**src/logic/rename_pkg.sv**
```systemverilog
package rename_pkg;

    localparam int NUM_AREGS = 32;
    localparam int NUM_PREGS = 64;
    localparam int AREG_W    = $clog2(NUM_AREGS);
    localparam int PREG_W    = $clog2(NUM_PREGS);

    localparam int ROB_DEPTH = 16;
    localparam int ROB_IDX_W = $clog2(ROB_DEPTH);

    localparam int IQ_DEPTH  = 8;

    // Physical registers not claimed by the reset identity map
    localparam int FL_DEPTH  = NUM_PREGS - NUM_AREGS;
    localparam int FL_IDX_W  = $clog2(FL_DEPTH);

    localparam int OP_W      = 2;
    localparam int INST_W    = OP_W + 3 * AREG_W;   // Packed as {op, rd, rs1, rs2}

    // Instruction class decides which register fields are live
    typedef enum logic [OP_W-1:0] {
        OP_REG   = 2'b00,   // rs1, rs2 -> rd
        OP_IMM   = 2'b01,   // rs1 -> rd
        OP_STORE = 2'b10,   // rs1, rs2, no rd
        OP_LUI   = 2'b11    // rd only
    } op_e;

endpackage

```
**src/logic/inst_queue.sv**
```systemverilog
module inst_queue #(
    parameter int WIDTH = 17,
    parameter int DEPTH = 8
) (
    input  logic             clk,
    input  logic             rst,
    input  logic [WIDTH-1:0] wdata_i,
    input  logic             wvalid_i,
    output logic             wready_o,
    output logic [WIDTH-1:0] rdata_o,
    output logic             rvalid_o,
    input  logic             rready_i
);

    localparam int PTR_W = $clog2(DEPTH);
    localparam int CNT_W = $clog2(DEPTH + 1);

    logic [WIDTH-1:0] mem [DEPTH];
    logic [PTR_W-1:0] head;
    logic [PTR_W-1:0] tail;
    logic [CNT_W-1:0] count;
    logic             push;
    logic             pop;

    assign wready_o = count != CNT_W'(DEPTH);   // No bypass when full
    assign rvalid_o = count != '0;
    assign rdata_o  = mem[head];
    assign push     = wvalid_i && wready_o;
    assign pop      = rvalid_o && rready_i;

    always_ff @(posedge clk) begin
        if (push) begin
            mem[tail] <= wdata_i;
        end
    end

    always_ff @(posedge clk) begin
        if (rst) begin
            head  <= '0;
            tail  <= '0;
            count <= '0;
        end else begin
            if (push) begin
                tail <= (tail == PTR_W'(DEPTH - 1)) ? '0 : tail + 1'b1;
            end
            if (pop) begin
                head <= (head == PTR_W'(DEPTH - 1)) ? '0 : head + 1'b1;
            end
            if (push && !pop) begin
                count <= count + 1'b1;
            end else if (pop && !push) begin
                count <= count - 1'b1;
            end
        end
    end

endmodule

```
**src/logic/free_list.sv**
```systemverilog
module free_list
    import rename_pkg::*;
(
    input  logic              clk,
    input  logic              rst,
    input  logic              push_i,
    input  logic [PREG_W-1:0] push_preg_i,
    input  logic              pop_i,
    output logic [PREG_W-1:0] head_preg_o,
    output logic              empty_o
);

    logic [PREG_W-1:0]   mem [FL_DEPTH];
    logic [FL_IDX_W-1:0] head;
    logic [FL_IDX_W-1:0] tail;
    logic [FL_IDX_W:0]   count;

    assign head_preg_o = mem[head];
    assign empty_o     = count == '0;

    always_ff @(posedge clk) begin
        if (rst) begin
            for (int i = 0; i < FL_DEPTH; i++) begin
                mem[i] <= PREG_W'(NUM_AREGS + i);   // 32..63 in order
            end
            head  <= '0;
            tail  <= '0;    // Tail wrapped onto head when full
            count <= (FL_IDX_W + 1)'(FL_DEPTH);
        end else begin
            if (push_i) begin
                mem[tail] <= push_preg_i;
                tail      <= tail + 1'b1;
            end
            if (pop_i) begin
                head <= head + 1'b1;
            end
            if (push_i && !pop_i) begin
                count <= count + 1'b1;
            end else if (pop_i && !push_i) begin
                count <= count - 1'b1;
            end
        end
    end

endmodule

```
**src/logic/rat.sv**
```systemverilog
module rat
    import rename_pkg::*;
(
    input  logic              clk,
    input  logic              rst,
    input  logic [AREG_W-1:0] rs1_i,
    input  logic [AREG_W-1:0] rs2_i,
    output logic [PREG_W-1:0] ps1_o,
    output logic [PREG_W-1:0] ps2_o,
    input  logic              we_i,
    input  logic [AREG_W-1:0] rd_i,
    input  logic [PREG_W-1:0] pd_i
);

    logic [PREG_W-1:0] map [NUM_AREGS];

    // Old mapping visible until the edge
    assign ps1_o = map[rs1_i];
    assign ps2_o = map[rs2_i];

    always_ff @(posedge clk) begin
        if (rst) begin
            for (int i = 0; i < NUM_AREGS; i++) begin
                map[i] <= PREG_W'(i);   // Identity at reset
            end
        end else if (we_i) begin
            map[rd_i] <= pd_i;          // Dispatch never writes x0
        end
    end

endmodule

```
**src/logic/rename_dispatch.sv**
```systemverilog
module rename_dispatch
    import rename_pkg::*;
(
    input  op_e                  q_op_i,
    input  logic [AREG_W-1:0]    q_rd_i,
    input  logic [AREG_W-1:0]    q_rs1_i,
    input  logic [AREG_W-1:0]    q_rs2_i,
    input  logic                 q_valid_i,
    output logic                 q_ready_o,

    output logic                 uop_valid_o,
    input  logic                 uop_ready_i,
    output logic [PREG_W-1:0]    uop_pd_o,
    output logic [PREG_W-1:0]    uop_ps1_o,
    output logic [PREG_W-1:0]    uop_ps2_o,
    output logic [ROB_IDX_W-1:0] uop_rob_idx_o,
    output logic                 uop_wr_o,

    output logic [AREG_W-1:0]    rat_rs1_o,
    output logic [AREG_W-1:0]    rat_rs2_o,
    input  logic [PREG_W-1:0]    rat_ps1_i,
    input  logic [PREG_W-1:0]    rat_ps2_i,
    output logic                 rat_we_o,
    output logic [AREG_W-1:0]    rat_rd_o,
    output logic [PREG_W-1:0]    rat_pd_o,

    output logic                 fl_pop_o,
    input  logic [PREG_W-1:0]    fl_preg_i,
    input  logic                 fl_empty_i,

    output logic                 rob_alloc_o,
    output logic [AREG_W-1:0]    rob_rd_o,
    output logic                 rob_wr_o,
    input  logic [ROB_IDX_W-1:0] rob_tail_i,
    input  logic                 rob_full_i
);

    logic reads_rs1;
    logic reads_rs2;
    logic uses_rd;
    logic fire;

    assign reads_rs1 = q_op_i != OP_LUI;
    assign reads_rs2 = (q_op_i == OP_REG) || (q_op_i == OP_STORE);
    assign uses_rd   = q_op_i != OP_STORE;
    assign uop_wr_o  = uses_rd && (q_rd_i != '0);   // x0 is never renamed

    assign rat_rs1_o = q_rs1_i;
    assign rat_rs2_o = q_rs2_i;
    assign uop_ps1_o = reads_rs1 ? rat_ps1_i : '0;
    assign uop_ps2_o = reads_rs2 ? rat_ps2_i : '0;
    assign uop_pd_o  = uop_wr_o ? fl_preg_i : '0;
    assign uop_rob_idx_o = rob_tail_i;

    // A uop without rd does not need a free register
    assign uop_valid_o = q_valid_i && !rob_full_i && !(uop_wr_o && fl_empty_i);
    assign fire        = uop_valid_o && uop_ready_i;

    assign q_ready_o   = fire;
    assign fl_pop_o    = fire && uop_wr_o;
    assign rat_we_o    = fire && uop_wr_o;
    assign rat_rd_o    = q_rd_i;
    assign rat_pd_o    = fl_preg_i;
    assign rob_alloc_o = fire;
    assign rob_rd_o    = q_rd_i;
    assign rob_wr_o    = uop_wr_o;

endmodule

```
**src/logic/rob.sv**
```systemverilog
module rob
    import rename_pkg::*;
(
    input  logic                 clk,
    input  logic                 rst,

    input  logic                 alloc_i,
    input  logic [AREG_W-1:0]    alloc_rd_i,
    input  logic [PREG_W-1:0]    alloc_pd_i,
    input  logic                 alloc_wr_i,
    output logic [ROB_IDX_W-1:0] tail_o,
    output logic                 full_o,

    input  logic                 cmp_valid_i,
    input  logic [ROB_IDX_W-1:0] cmp_idx_i,

    output logic                 ret_valid_o,
    output logic [AREG_W-1:0]    ret_rd_o,
    output logic [PREG_W-1:0]    ret_pd_o,
    output logic                 ret_wr_o
);

    logic [AREG_W-1:0]    ent_rd [ROB_DEPTH];
    logic [PREG_W-1:0]    ent_pd [ROB_DEPTH];
    logic [ROB_DEPTH-1:0] ent_wr;
    logic [ROB_DEPTH-1:0] ent_busy;
    logic [ROB_DEPTH-1:0] ent_done;
    logic [ROB_IDX_W-1:0] head;
    logic [ROB_IDX_W-1:0] tail;
    logic                 retire;

    assign tail_o = tail;
    assign full_o = ent_busy[tail];     // Tail meets a busy entry only when all are busy

    assign retire      = ent_busy[head] && ent_done[head];
    assign ret_valid_o = retire;
    assign ret_rd_o    = ent_rd[head];
    assign ret_pd_o    = ent_pd[head];
    assign ret_wr_o    = retire && ent_wr[head];

    always_ff @(posedge clk) begin
        if (alloc_i) begin
            ent_rd[tail] <= alloc_rd_i;
            ent_pd[tail] <= alloc_pd_i;
            ent_wr[tail] <= alloc_wr_i;
        end
    end

    always_ff @(posedge clk) begin
        if (rst) begin
            ent_busy <= '0;
            ent_done <= '0;
            head     <= '0;
            tail     <= '0;
        end else begin
            if (cmp_valid_i && ent_busy[cmp_idx_i]) begin
                ent_done[cmp_idx_i] <= 1'b1;    // Stale completions dropped
            end
            if (retire) begin
                ent_busy[head] <= 1'b0;
                head           <= head + 1'b1;
            end
            if (alloc_i) begin
                ent_busy[tail] <= 1'b1;
                ent_done[tail] <= 1'b0;
                tail           <= tail + 1'b1;
            end
        end
    end

endmodule

```
**src/logic/rrat.sv**
```systemverilog
module rrat
    import rename_pkg::*;
(
    input  logic              clk,
    input  logic              rst,
    input  logic              ret_valid_i,
    input  logic              ret_wr_i,
    input  logic [AREG_W-1:0] ret_rd_i,
    input  logic [PREG_W-1:0] ret_pd_i,
    output logic [PREG_W-1:0] old_pd_o,
    output logic              free_o
);

    logic [PREG_W-1:0] map [NUM_AREGS];

    assign old_pd_o = map[ret_rd_i];    // Committed mapping being replaced
    assign free_o   = ret_valid_i && ret_wr_i;

    always_ff @(posedge clk) begin
        if (rst) begin
            for (int i = 0; i < NUM_AREGS; i++) begin
                map[i] <= PREG_W'(i);
            end
        end else if (free_o) begin
            map[ret_rd_i] <= ret_pd_i;
        end
    end

endmodule

```
**src/logic/rename_core.sv**
```systemverilog
module rename_core
    import rename_pkg::*;
(
    input  logic                 clk,
    input  logic                 rst,

    input  op_e                  in_op_i,
    input  logic [AREG_W-1:0]    in_rd_i,
    input  logic [AREG_W-1:0]    in_rs1_i,
    input  logic [AREG_W-1:0]    in_rs2_i,
    input  logic                 in_valid_i,
    output logic                 in_ready_o,

    output logic                 uop_valid_o,
    input  logic                 uop_ready_i,
    output logic [PREG_W-1:0]    uop_pd_o,
    output logic [PREG_W-1:0]    uop_ps1_o,
    output logic [PREG_W-1:0]    uop_ps2_o,
    output logic [ROB_IDX_W-1:0] uop_rob_idx_o,
    output logic                 uop_wr_o,

    input  logic                 cmp_valid_i,
    input  logic [ROB_IDX_W-1:0] cmp_idx_i,

    output logic                 ret_valid_o,
    output logic [AREG_W-1:0]    ret_rd_o,
    output logic [PREG_W-1:0]    ret_pd_o,
    output logic                 ret_wr_o,
    output logic [PREG_W-1:0]    ret_old_pd_o
);

    logic [INST_W-1:0]    in_word;
    logic [INST_W-1:0]    q_word;
    logic                 q_valid;
    logic                 q_ready;
    op_e                  q_op;
    logic [AREG_W-1:0]    q_rd;
    logic [AREG_W-1:0]    q_rs1;
    logic [AREG_W-1:0]    q_rs2;

    logic [AREG_W-1:0]    rat_rs1;
    logic [AREG_W-1:0]    rat_rs2;
    logic [PREG_W-1:0]    rat_ps1;
    logic [PREG_W-1:0]    rat_ps2;
    logic                 rat_we;
    logic [AREG_W-1:0]    rat_rd;
    logic [PREG_W-1:0]    rat_pd;

    logic                 fl_pop;
    logic [PREG_W-1:0]    fl_preg;
    logic                 fl_empty;
    logic                 fl_push;

    logic                 rob_alloc;
    logic [AREG_W-1:0]    rob_rd;
    logic                 rob_wr;
    logic [ROB_IDX_W-1:0] rob_tail;
    logic                 rob_full;

    assign in_word = {in_op_i, in_rd_i, in_rs1_i, in_rs2_i};
    assign q_op    = op_e'(q_word[INST_W-1 -: OP_W]);
    assign q_rd    = q_word[3*AREG_W-1 -: AREG_W];
    assign q_rs1   = q_word[2*AREG_W-1 -: AREG_W];
    assign q_rs2   = q_word[AREG_W-1:0];

    inst_queue #(.WIDTH(INST_W), .DEPTH(IQ_DEPTH)) inst_queue_i (
        .clk(clk), .rst(rst),
        .wdata_i(in_word), .wvalid_i(in_valid_i), .wready_o(in_ready_o),
        .rdata_o(q_word), .rvalid_o(q_valid), .rready_i(q_ready)
    );

    rename_dispatch rename_dispatch_i (
        .q_op_i(q_op), .q_rd_i(q_rd), .q_rs1_i(q_rs1), .q_rs2_i(q_rs2),
        .q_valid_i(q_valid), .q_ready_o(q_ready),
        .uop_valid_o(uop_valid_o), .uop_ready_i(uop_ready_i),
        .uop_pd_o(uop_pd_o), .uop_ps1_o(uop_ps1_o), .uop_ps2_o(uop_ps2_o),
        .uop_rob_idx_o(uop_rob_idx_o), .uop_wr_o(uop_wr_o),
        .rat_rs1_o(rat_rs1), .rat_rs2_o(rat_rs2),
        .rat_ps1_i(rat_ps1), .rat_ps2_i(rat_ps2),
        .rat_we_o(rat_we), .rat_rd_o(rat_rd), .rat_pd_o(rat_pd),
        .fl_pop_o(fl_pop), .fl_preg_i(fl_preg), .fl_empty_i(fl_empty),
        .rob_alloc_o(rob_alloc), .rob_rd_o(rob_rd), .rob_wr_o(rob_wr),
        .rob_tail_i(rob_tail), .rob_full_i(rob_full)
    );

    rat rat_i (
        .clk(clk), .rst(rst),
        .rs1_i(rat_rs1), .rs2_i(rat_rs2), .ps1_o(rat_ps1), .ps2_o(rat_ps2),
        .we_i(rat_we), .rd_i(rat_rd), .pd_i(rat_pd)
    );

    // Retired old mappings flow back into the free list
    free_list free_list_i (
        .clk(clk), .rst(rst),
        .push_i(fl_push), .push_preg_i(ret_old_pd_o),
        .pop_i(fl_pop), .head_preg_o(fl_preg), .empty_o(fl_empty)
    );

    rob rob_i (
        .clk(clk), .rst(rst),
        .alloc_i(rob_alloc), .alloc_rd_i(rob_rd), .alloc_pd_i(uop_pd_o),
        .alloc_wr_i(rob_wr), .tail_o(rob_tail), .full_o(rob_full),
        .cmp_valid_i(cmp_valid_i), .cmp_idx_i(cmp_idx_i),
        .ret_valid_o(ret_valid_o), .ret_rd_o(ret_rd_o),
        .ret_pd_o(ret_pd_o), .ret_wr_o(ret_wr_o)
    );

    rrat rrat_i (
        .clk(clk), .rst(rst),
        .ret_valid_i(ret_valid_o), .ret_wr_i(ret_wr_o),
        .ret_rd_i(ret_rd_o), .ret_pd_i(ret_pd_o),
        .old_pd_o(ret_old_pd_o), .free_o(fl_push)
    );

endmodule

```
**config.mk**
```make
export PLATFORM = sky130hd
export DESIGN_NAME = rename_core
export DESIGN_NICKNAME = d
export VERILOG_FILES = /design/src/logic/rename_pkg.sv /design/src/logic/inst_queue.sv /design/src/logic/free_list.sv /design/src/logic/rat.sv /design/src/logic/rename_dispatch.sv /design/src/logic/rob.sv /design/src/logic/rrat.sv /design/src/logic/rename_core.sv
export SDC_FILE = /design/constraint.sdc
export NUM_CORES = 2
export LEC_CHECK = 0
export ABC_AREA = 1
export BUFFER_PORTS_ARGS = -buffer_cell sky130_fd_sc_hd__buf_2
export CAP_MARGIN = 20
export CORE_ASPECT_RATIO = 1.1
export CORE_MARGIN = 2
export CORE_UTILIZATION = 65
export DETAILED_ROUTE_END_ITERATION = 8
export PLACE_DENSITY = 0.82
export SLEW_MARGIN = 15
export SYNTH_ARGS = -nofsm -noshare
export SYNTH_HDL_FRONTEND = slang
export SYNTH_SLANG_ARGS = --single-unit
```
**constraint.sdc**
```tcl
create_clock -name clk -period 5.9 [get_ports clk]
set_input_delay 1.18 -clock clk [delete_from_list [all_inputs] [get_ports clk]]
set_output_delay 1.18 -clock clk [all_outputs]
set_load 0.03 [all_outputs]
```
======== Yosys cells after proc, flatten, opt, wreduce, memory -nomap -nowiden ========
Memories as Yosys holds them, arrays and structs flattened. A register that Yosys moved wholly into a read port is not among the register bits.
Cells that the tools add are included.
word-level totals
  bits of input ports ..................... 26
  word-level logic and storage cells ...... 141
  output and inout bits ................... 44
  memories ................................ 6
  RAM bits ................................ 888
  register bits after elaboration ......... 82
memories
  name              words  width  read ports  clocked after Yosys merged registers in  wr ports  line              text
  free_list_i.mem   32     6      1           1                                        32        free_list.sv:13   logic [PREG_W-1:0] mem [FL_DEPTH];
  rat_i.map         32     6      2           0                                        32        rat.sv:15         logic [PREG_W-1:0] map [NUM_AREGS];
  rrat_i.map        32     6      1           0                                        32        rrat.sv:14        logic [PREG_W-1:0] map [NUM_AREGS];
  inst_queue_i.mem  8      17     1           1                                        1         inst_queue.sv:18  logic [WIDTH-1:0] mem [DEPTH];
  rob_i.ent_pd      16     6      1           1                                        1         rob.sv:24         logic [PREG_W-1:0] ent_pd [ROB_DEPTH];
  rob_i.ent_rd      16     5      1           1                                        1         rob.sv:23         logic [AREG_W-1:0] ent_rd [ROB_DEPTH];
cells by class
  equality and inequality tests ........... 6
  bitwise operators ....................... 6
  reductions and logical operators ........ 35
  add/sub/neg operators ................... 10
  mux-type cells .......................... 61
  order comparisons ....................... 6
operators with widths
  kind                                                                count
  two-way mux 16 bit                                                  6
  two-way mux 6 bit                                                   8
  AND 16 bit                                                          2
  NOT 16 bit                                                          2
  OR 16 bit                                                           2
  two-way mux 5 bit                                                   5
  two-way mux 4 bit                                                   6
  two-way mux 1 bit                                                   23
  binary-select mux 1 bit (select 4 bit)                              5
  logical AND 1 bit                                                   19
  OR reduction 6 bit                                                  3
  bitwise mux 16 bit                                                  1
  less-than comparator 4 x 5 -> 1 bit (second input constant)         3
  adder 4 x 1 -> 4 bit (second input constant)                        3
  demux 1 bit (select 4 bit)                                          3
  greater-or-equal comparator 4 x 1 -> 1 bit (second input constant)  3
  two-way mux 3 bit                                                   4
  adder 5 x 1 -> 5 bit (second input constant)                        2
  adder 3 x 1 -> 3 bit (second input constant)                        2
  adder 6 x 1 -> 6 bit (second input constant)                        1
  equality test 3 bit (second input constant)                         2
  logical NOT 1 bit                                                   6
  logical NOT 6 bit                                                   1
  subtractor 6 x 1 -> 6 bit (second input constant)                   1
  9 further kinds                                                     11

======== Depth between registers and ports, before layout ========
  depth in word-level cells ............... 12
  depth in mapped cells ................... 26
  depth with buffers taken out ............ 24

======== Cells and area by module ========
A second synthesis with hierarchy kept.
second synthesis, totals
  cells, all modules ...................... 5259
  area, all modules ....................... 47857.1 um^2
by module, submodules not included
  module           instances  sequential area each (um^2)  area an instance (um^2)  cells an instance
  rat              1          5765.5                       11070.6                  1450
  rob              1          6646.4                       10516.3                  969
  free_list        1          6185.9                       10271.1                  1110
  rrat             1          5765.5                       9404.0                   1094
  inst_queue       1          4344.2                       6104.6                   548
  rename_dispatch  1          0.0                          490.5                    88

======== Worst setup path before layout ========
OpenSTA, ideal clock, no wires.
  kind .................................... flip-flop to output port
  from .................................... register (tool-made name)
  to ...................................... output uop_pd_o[5]
  setup slack ............................. 2133 ps
  path buffers ............................ 4
  required time ........................... 4720 ps
  stages on the path, launching flop included .. 12
  arrival time ............................ 2587 ps
  path through ............................ dfxtp_1 -> buf_2 -> clkinv_1 -> clkbuf_1 -> clkbuf_1 -> nor2_1 -> o221ai_1 -> nand3_1 -> o311ai_0 -> nand2_1 -> clkbuf_1 -> nor2_1
RTL lines
  item           line               text
  end, declared  rename_core.sv:16  output logic [PREG_W-1:0] uop_pd_o,

==> impl_results.md <==
* Outcome: complete, but fails checks
* Failing checks: DRC
* Dpl cells at around 5.7k
* Minimum clock period at about 5600 ps
* Worst-Margin Slew at roughly 1100 ps
* Final Hold Viols at 0
* Vias after detailed routing at 37.7k
* Pleak at roughly 19 nW
* Final setup vio count at 0
* Avg Vias per Cell at roughly 6.4
* CP arrival at 4400 ps
* Most common cell after layout, fill and taps aside: nand2_1
* Root Buffer: clkbuf_16
* First-pass GRT wire length at 195000 um
* Critical Path Sink Type: output port
* 1st-pass router iterations at 9
* WL final at about 130000 um
* Buf/Inv on CP at 4
* Quantity of gates resized following cts at 0
* Chip height at 286 um
* Post-DP HPWL at roughly 78000 um
* Chip width at roughly 260 um
* Max stage delay on crit path at around 760 ps
* CTS tree: built
* Dominant cell type by area after synthesis: edfxtp_1
* Max-cap violations at 0
* GP Congestion at between 0.9 and 1
* Crit-path cells: buf_4 > nor2_1 > nor2_1 > o21ai_0 > nand3_2 > nand2_4 > inv_1 > buf_4 > nand2_1 > nand3_1 > nand3_1 > nand3_1 > nand3_1 > a21oi_1 > buf_2
* Post-synthesis sequential area ratio at just over 60%
* Share of the synthesized area in the top cell type at between 50% and 60%
* Iter 0 DRT Violations at 5418
* Most frequent cells in the layout: nand2_1, edfxtp_1, nand3_1
* Pins Over Slew Limit at 0
* # nets final at 4905
* Pin count of the biggest net entering global routing at ~110
* Distinct cells, synth at 48
* Main flop type after synthesis: edfxtp_1
* # fillers at 5016
* Startpoint types: flip-flop
* Crit path max-delay family: buffers and inverters
* Crit path kind: reg2out
* Met3 Resource Use GR at 7.06%
* Non-filler cells, final at about 5.9k
* EDFF count, synth at 904
* Fmax at 179 MHz
* Area grow syn2layout at 8.07%
* Worst slew margin at between 20% and 30%
* Crit path max-delay cell type: inv_1
* Port Buffers at between 60 and 70
* Gate Count Post-Synth at between 4k and 5k
* Register bit total from synthesis at between 900 and 1k
* Later-pin clock latency in the skew report at roughly 670 ps
* Worst VDD drop at ~0.00038 V
* Post-Route Skew at 26.2 ps
* Grt ovf at 0
* Met2 Resource Use GR at between 50% and 60%
* Most used cell along the critical path: nand3_1
* Site Rows at a little over 100
* Hold Path Class: reg2reg
* Synth Warn # at 0
* Drc violations at 1
* Ys async rst share at 0%
* Initial Util at 65.5%
* DIE AREA at approximately 74000 sq um
* CP Max Fanout at roughly 70
* Ports at 70
* Post-CTS Setup Bufs at 0
* Vias in the first global route at around 36k
* RSZ-0062 raised after global routing: no
* Initial antenna violation count at 1
* WP data required at between 4000 and 5000 ps
* Syn Area/Cell at 9.48 sq um
* Crit share post-route at between 90% and 100%
* Synthesized area at 46900 sq um
* Total Routing Usage GR at about a third
* CTS H-Tree Depth at 3
* CTS buffer count at 95
* Detail Route Antenna Nets at 0
* Setup TNS Final at 0 ps
* Clock sink total at about 980
* Power Density at just over 500 nW/um^2
* Drt wl/cell at about 22 um
* Clock Path Buffers at 3
* Layout cells sized above 1 at roughly 8.0%
* Synth area leaders: edfxtp_1, nand2_1, nand3_1
* Reg clk slew, reported paths at roughly 60 ps
* Core area at roughly 70000 sq um
* Hold buffers post-CTS at 0
* M1 GR Usage at a little under half
* GRT Max-Usage Layer: met2
-- sequential cells by signal (all words and copies together), names as in the netlist, named ones only --
name / cells
free_list_i.count: 6
free_list_i.head: 5
free_list_i.mem: 192
free_list_i.tail: 5
inst_queue_i.count: 4
inst_queue_i.head: 3
inst_queue_i.mem: 136
inst_queue_i.tail: 3
rat_i.map: 192
rob_i.ent_busy: 16
rob_i.ent_done: 16
rob_i.ent_pd: 96
rob_i.ent_rd: 80
rob_i.ent_wr: 16
rob_i.head: 4
rob_i.tail_o: 4
rrat_i.map: 192
-- cell usage after synthesis (2+ instances only) --
cell	instances
a21oi_1	180
a22o_1	4
a22oi_1	9
a32o_1	10
and3_1	2
buf_1	18
buf_2	122
buf_4	38
buf_6	10
clkbuf_1	156
clkinv_1	2
dfxtp_1	78
edfxtp_1	904
fa_1	2
ha_1	25
inv_1	230
inv_2	18
inv_4	2
nand2_1	1189
nand2_2	9
nand2_4	2
nand3_1	735
nand3_2	10
nand4_1	53
nor2_1	624
nor2_2	19
nor2_4	5
nor3_1	9
nor3_4	2
o211ai_1	43
o21ai_0	301
o21ai_1	24
o21ai_4	2
o21bai_1	8
o221ai_1	47
o22ai_1	27
or2_2	2
xnor2_1	4
xor2_1	7
-- worst paths after layout --
kind / start / endpoint / slack [ps] / depth (start not counted)
max: flip-flop / uop_ps2_o[3] / 320 / 15
min reg2reg: rob_i.ent_busy[1]$_SDFF_PP0_ / rob_i.ent_busy[1]$_SDFF_PP0_ / 510 / 2
max reg2reg: flip-flop / free_list_i.count[5]$_SDFFE_PP1P_ / 1090 / 21
min: rob_i.ent_busy[1]$_SDFF_PP0_ / rob_i.ent_busy[1]$_SDFF_PP0_ / 510 / 2
-- layer usage --
metal  vias up  wire (um)
met5         -          0
li1      16900          -
met3       469      16800
met1     17600      44800
met2      2821      60000
met4         0       5720
-- layout make-up --
type | instances | area [sq um] | share of cell area [%]
inverter | 252 | 953 | 1.88
clock buffer | 121 | 2580 | 5.09
sequential | 982 | 28700 | 56.7
tap | 945 | 1180 | 2.34
clock inverter | 54 | 536 | 1.06
antenna | 1 | 2.50 | 0.00494
multi-input combinational | 3368 | 15600 | 30.9
timing repair buffer | 153 | 1030 | 2.03
-- where the power goes --
group / total [mW] / switching [mW] / internal (mW) / leakage (nW)
clock: 6.07 / 2.65 / 3.42 / 1.52
combinational: 11.3 / 8.73 / 2.56 / 8.81
sequential: 8.43 / 0.160 / 8.27 / 8.80
total: 25.8 / 11.5 / 14.3 / 19.1
-- tightest hold or removal path, delay by kind of cell (launching register included) --
family / cells / cell delay, ps
AO/OA/AOI/OAI: 2 / 130
flip-flops: 1 / 320
-- kinds of logic (layout without fill, tap and decap cells) --
group           Yosys count  count (layout)  share of synthesized area (%)
simple gates           2665            2665                           24.2
buf+inv                 596             580                           5.58
flops                   982             982                           61.3
xor+xnor                 11              11                          0.206
compound gates          659             659                           8.02
other cells               1               7                        0.00800
fa+ha+maj                27              27                          0.753
-- through the flow --
step / total power [mW] / util (%) / hold WS, ps / cell area (sq um) / setup slack [ps]
2_1_floorplan: 16.0 / - / 460 / 46900 / 2130
3_3_place_gp: 19.1 / 66.4 / 472 / 47500 / 1240
3_5_place_dp: 19.3 / 66.4 / 487 / 47500 / 1180
4_1_cts: 25.3 / 70.7 / 502 / 50600 / 448
5_1_grt: 26.7 / 70.8 / 528 / 50600 / 142
6_report: 25.8 / 70.8 / 507 / 50600 / 317
(Power assumes the default switching activity.)
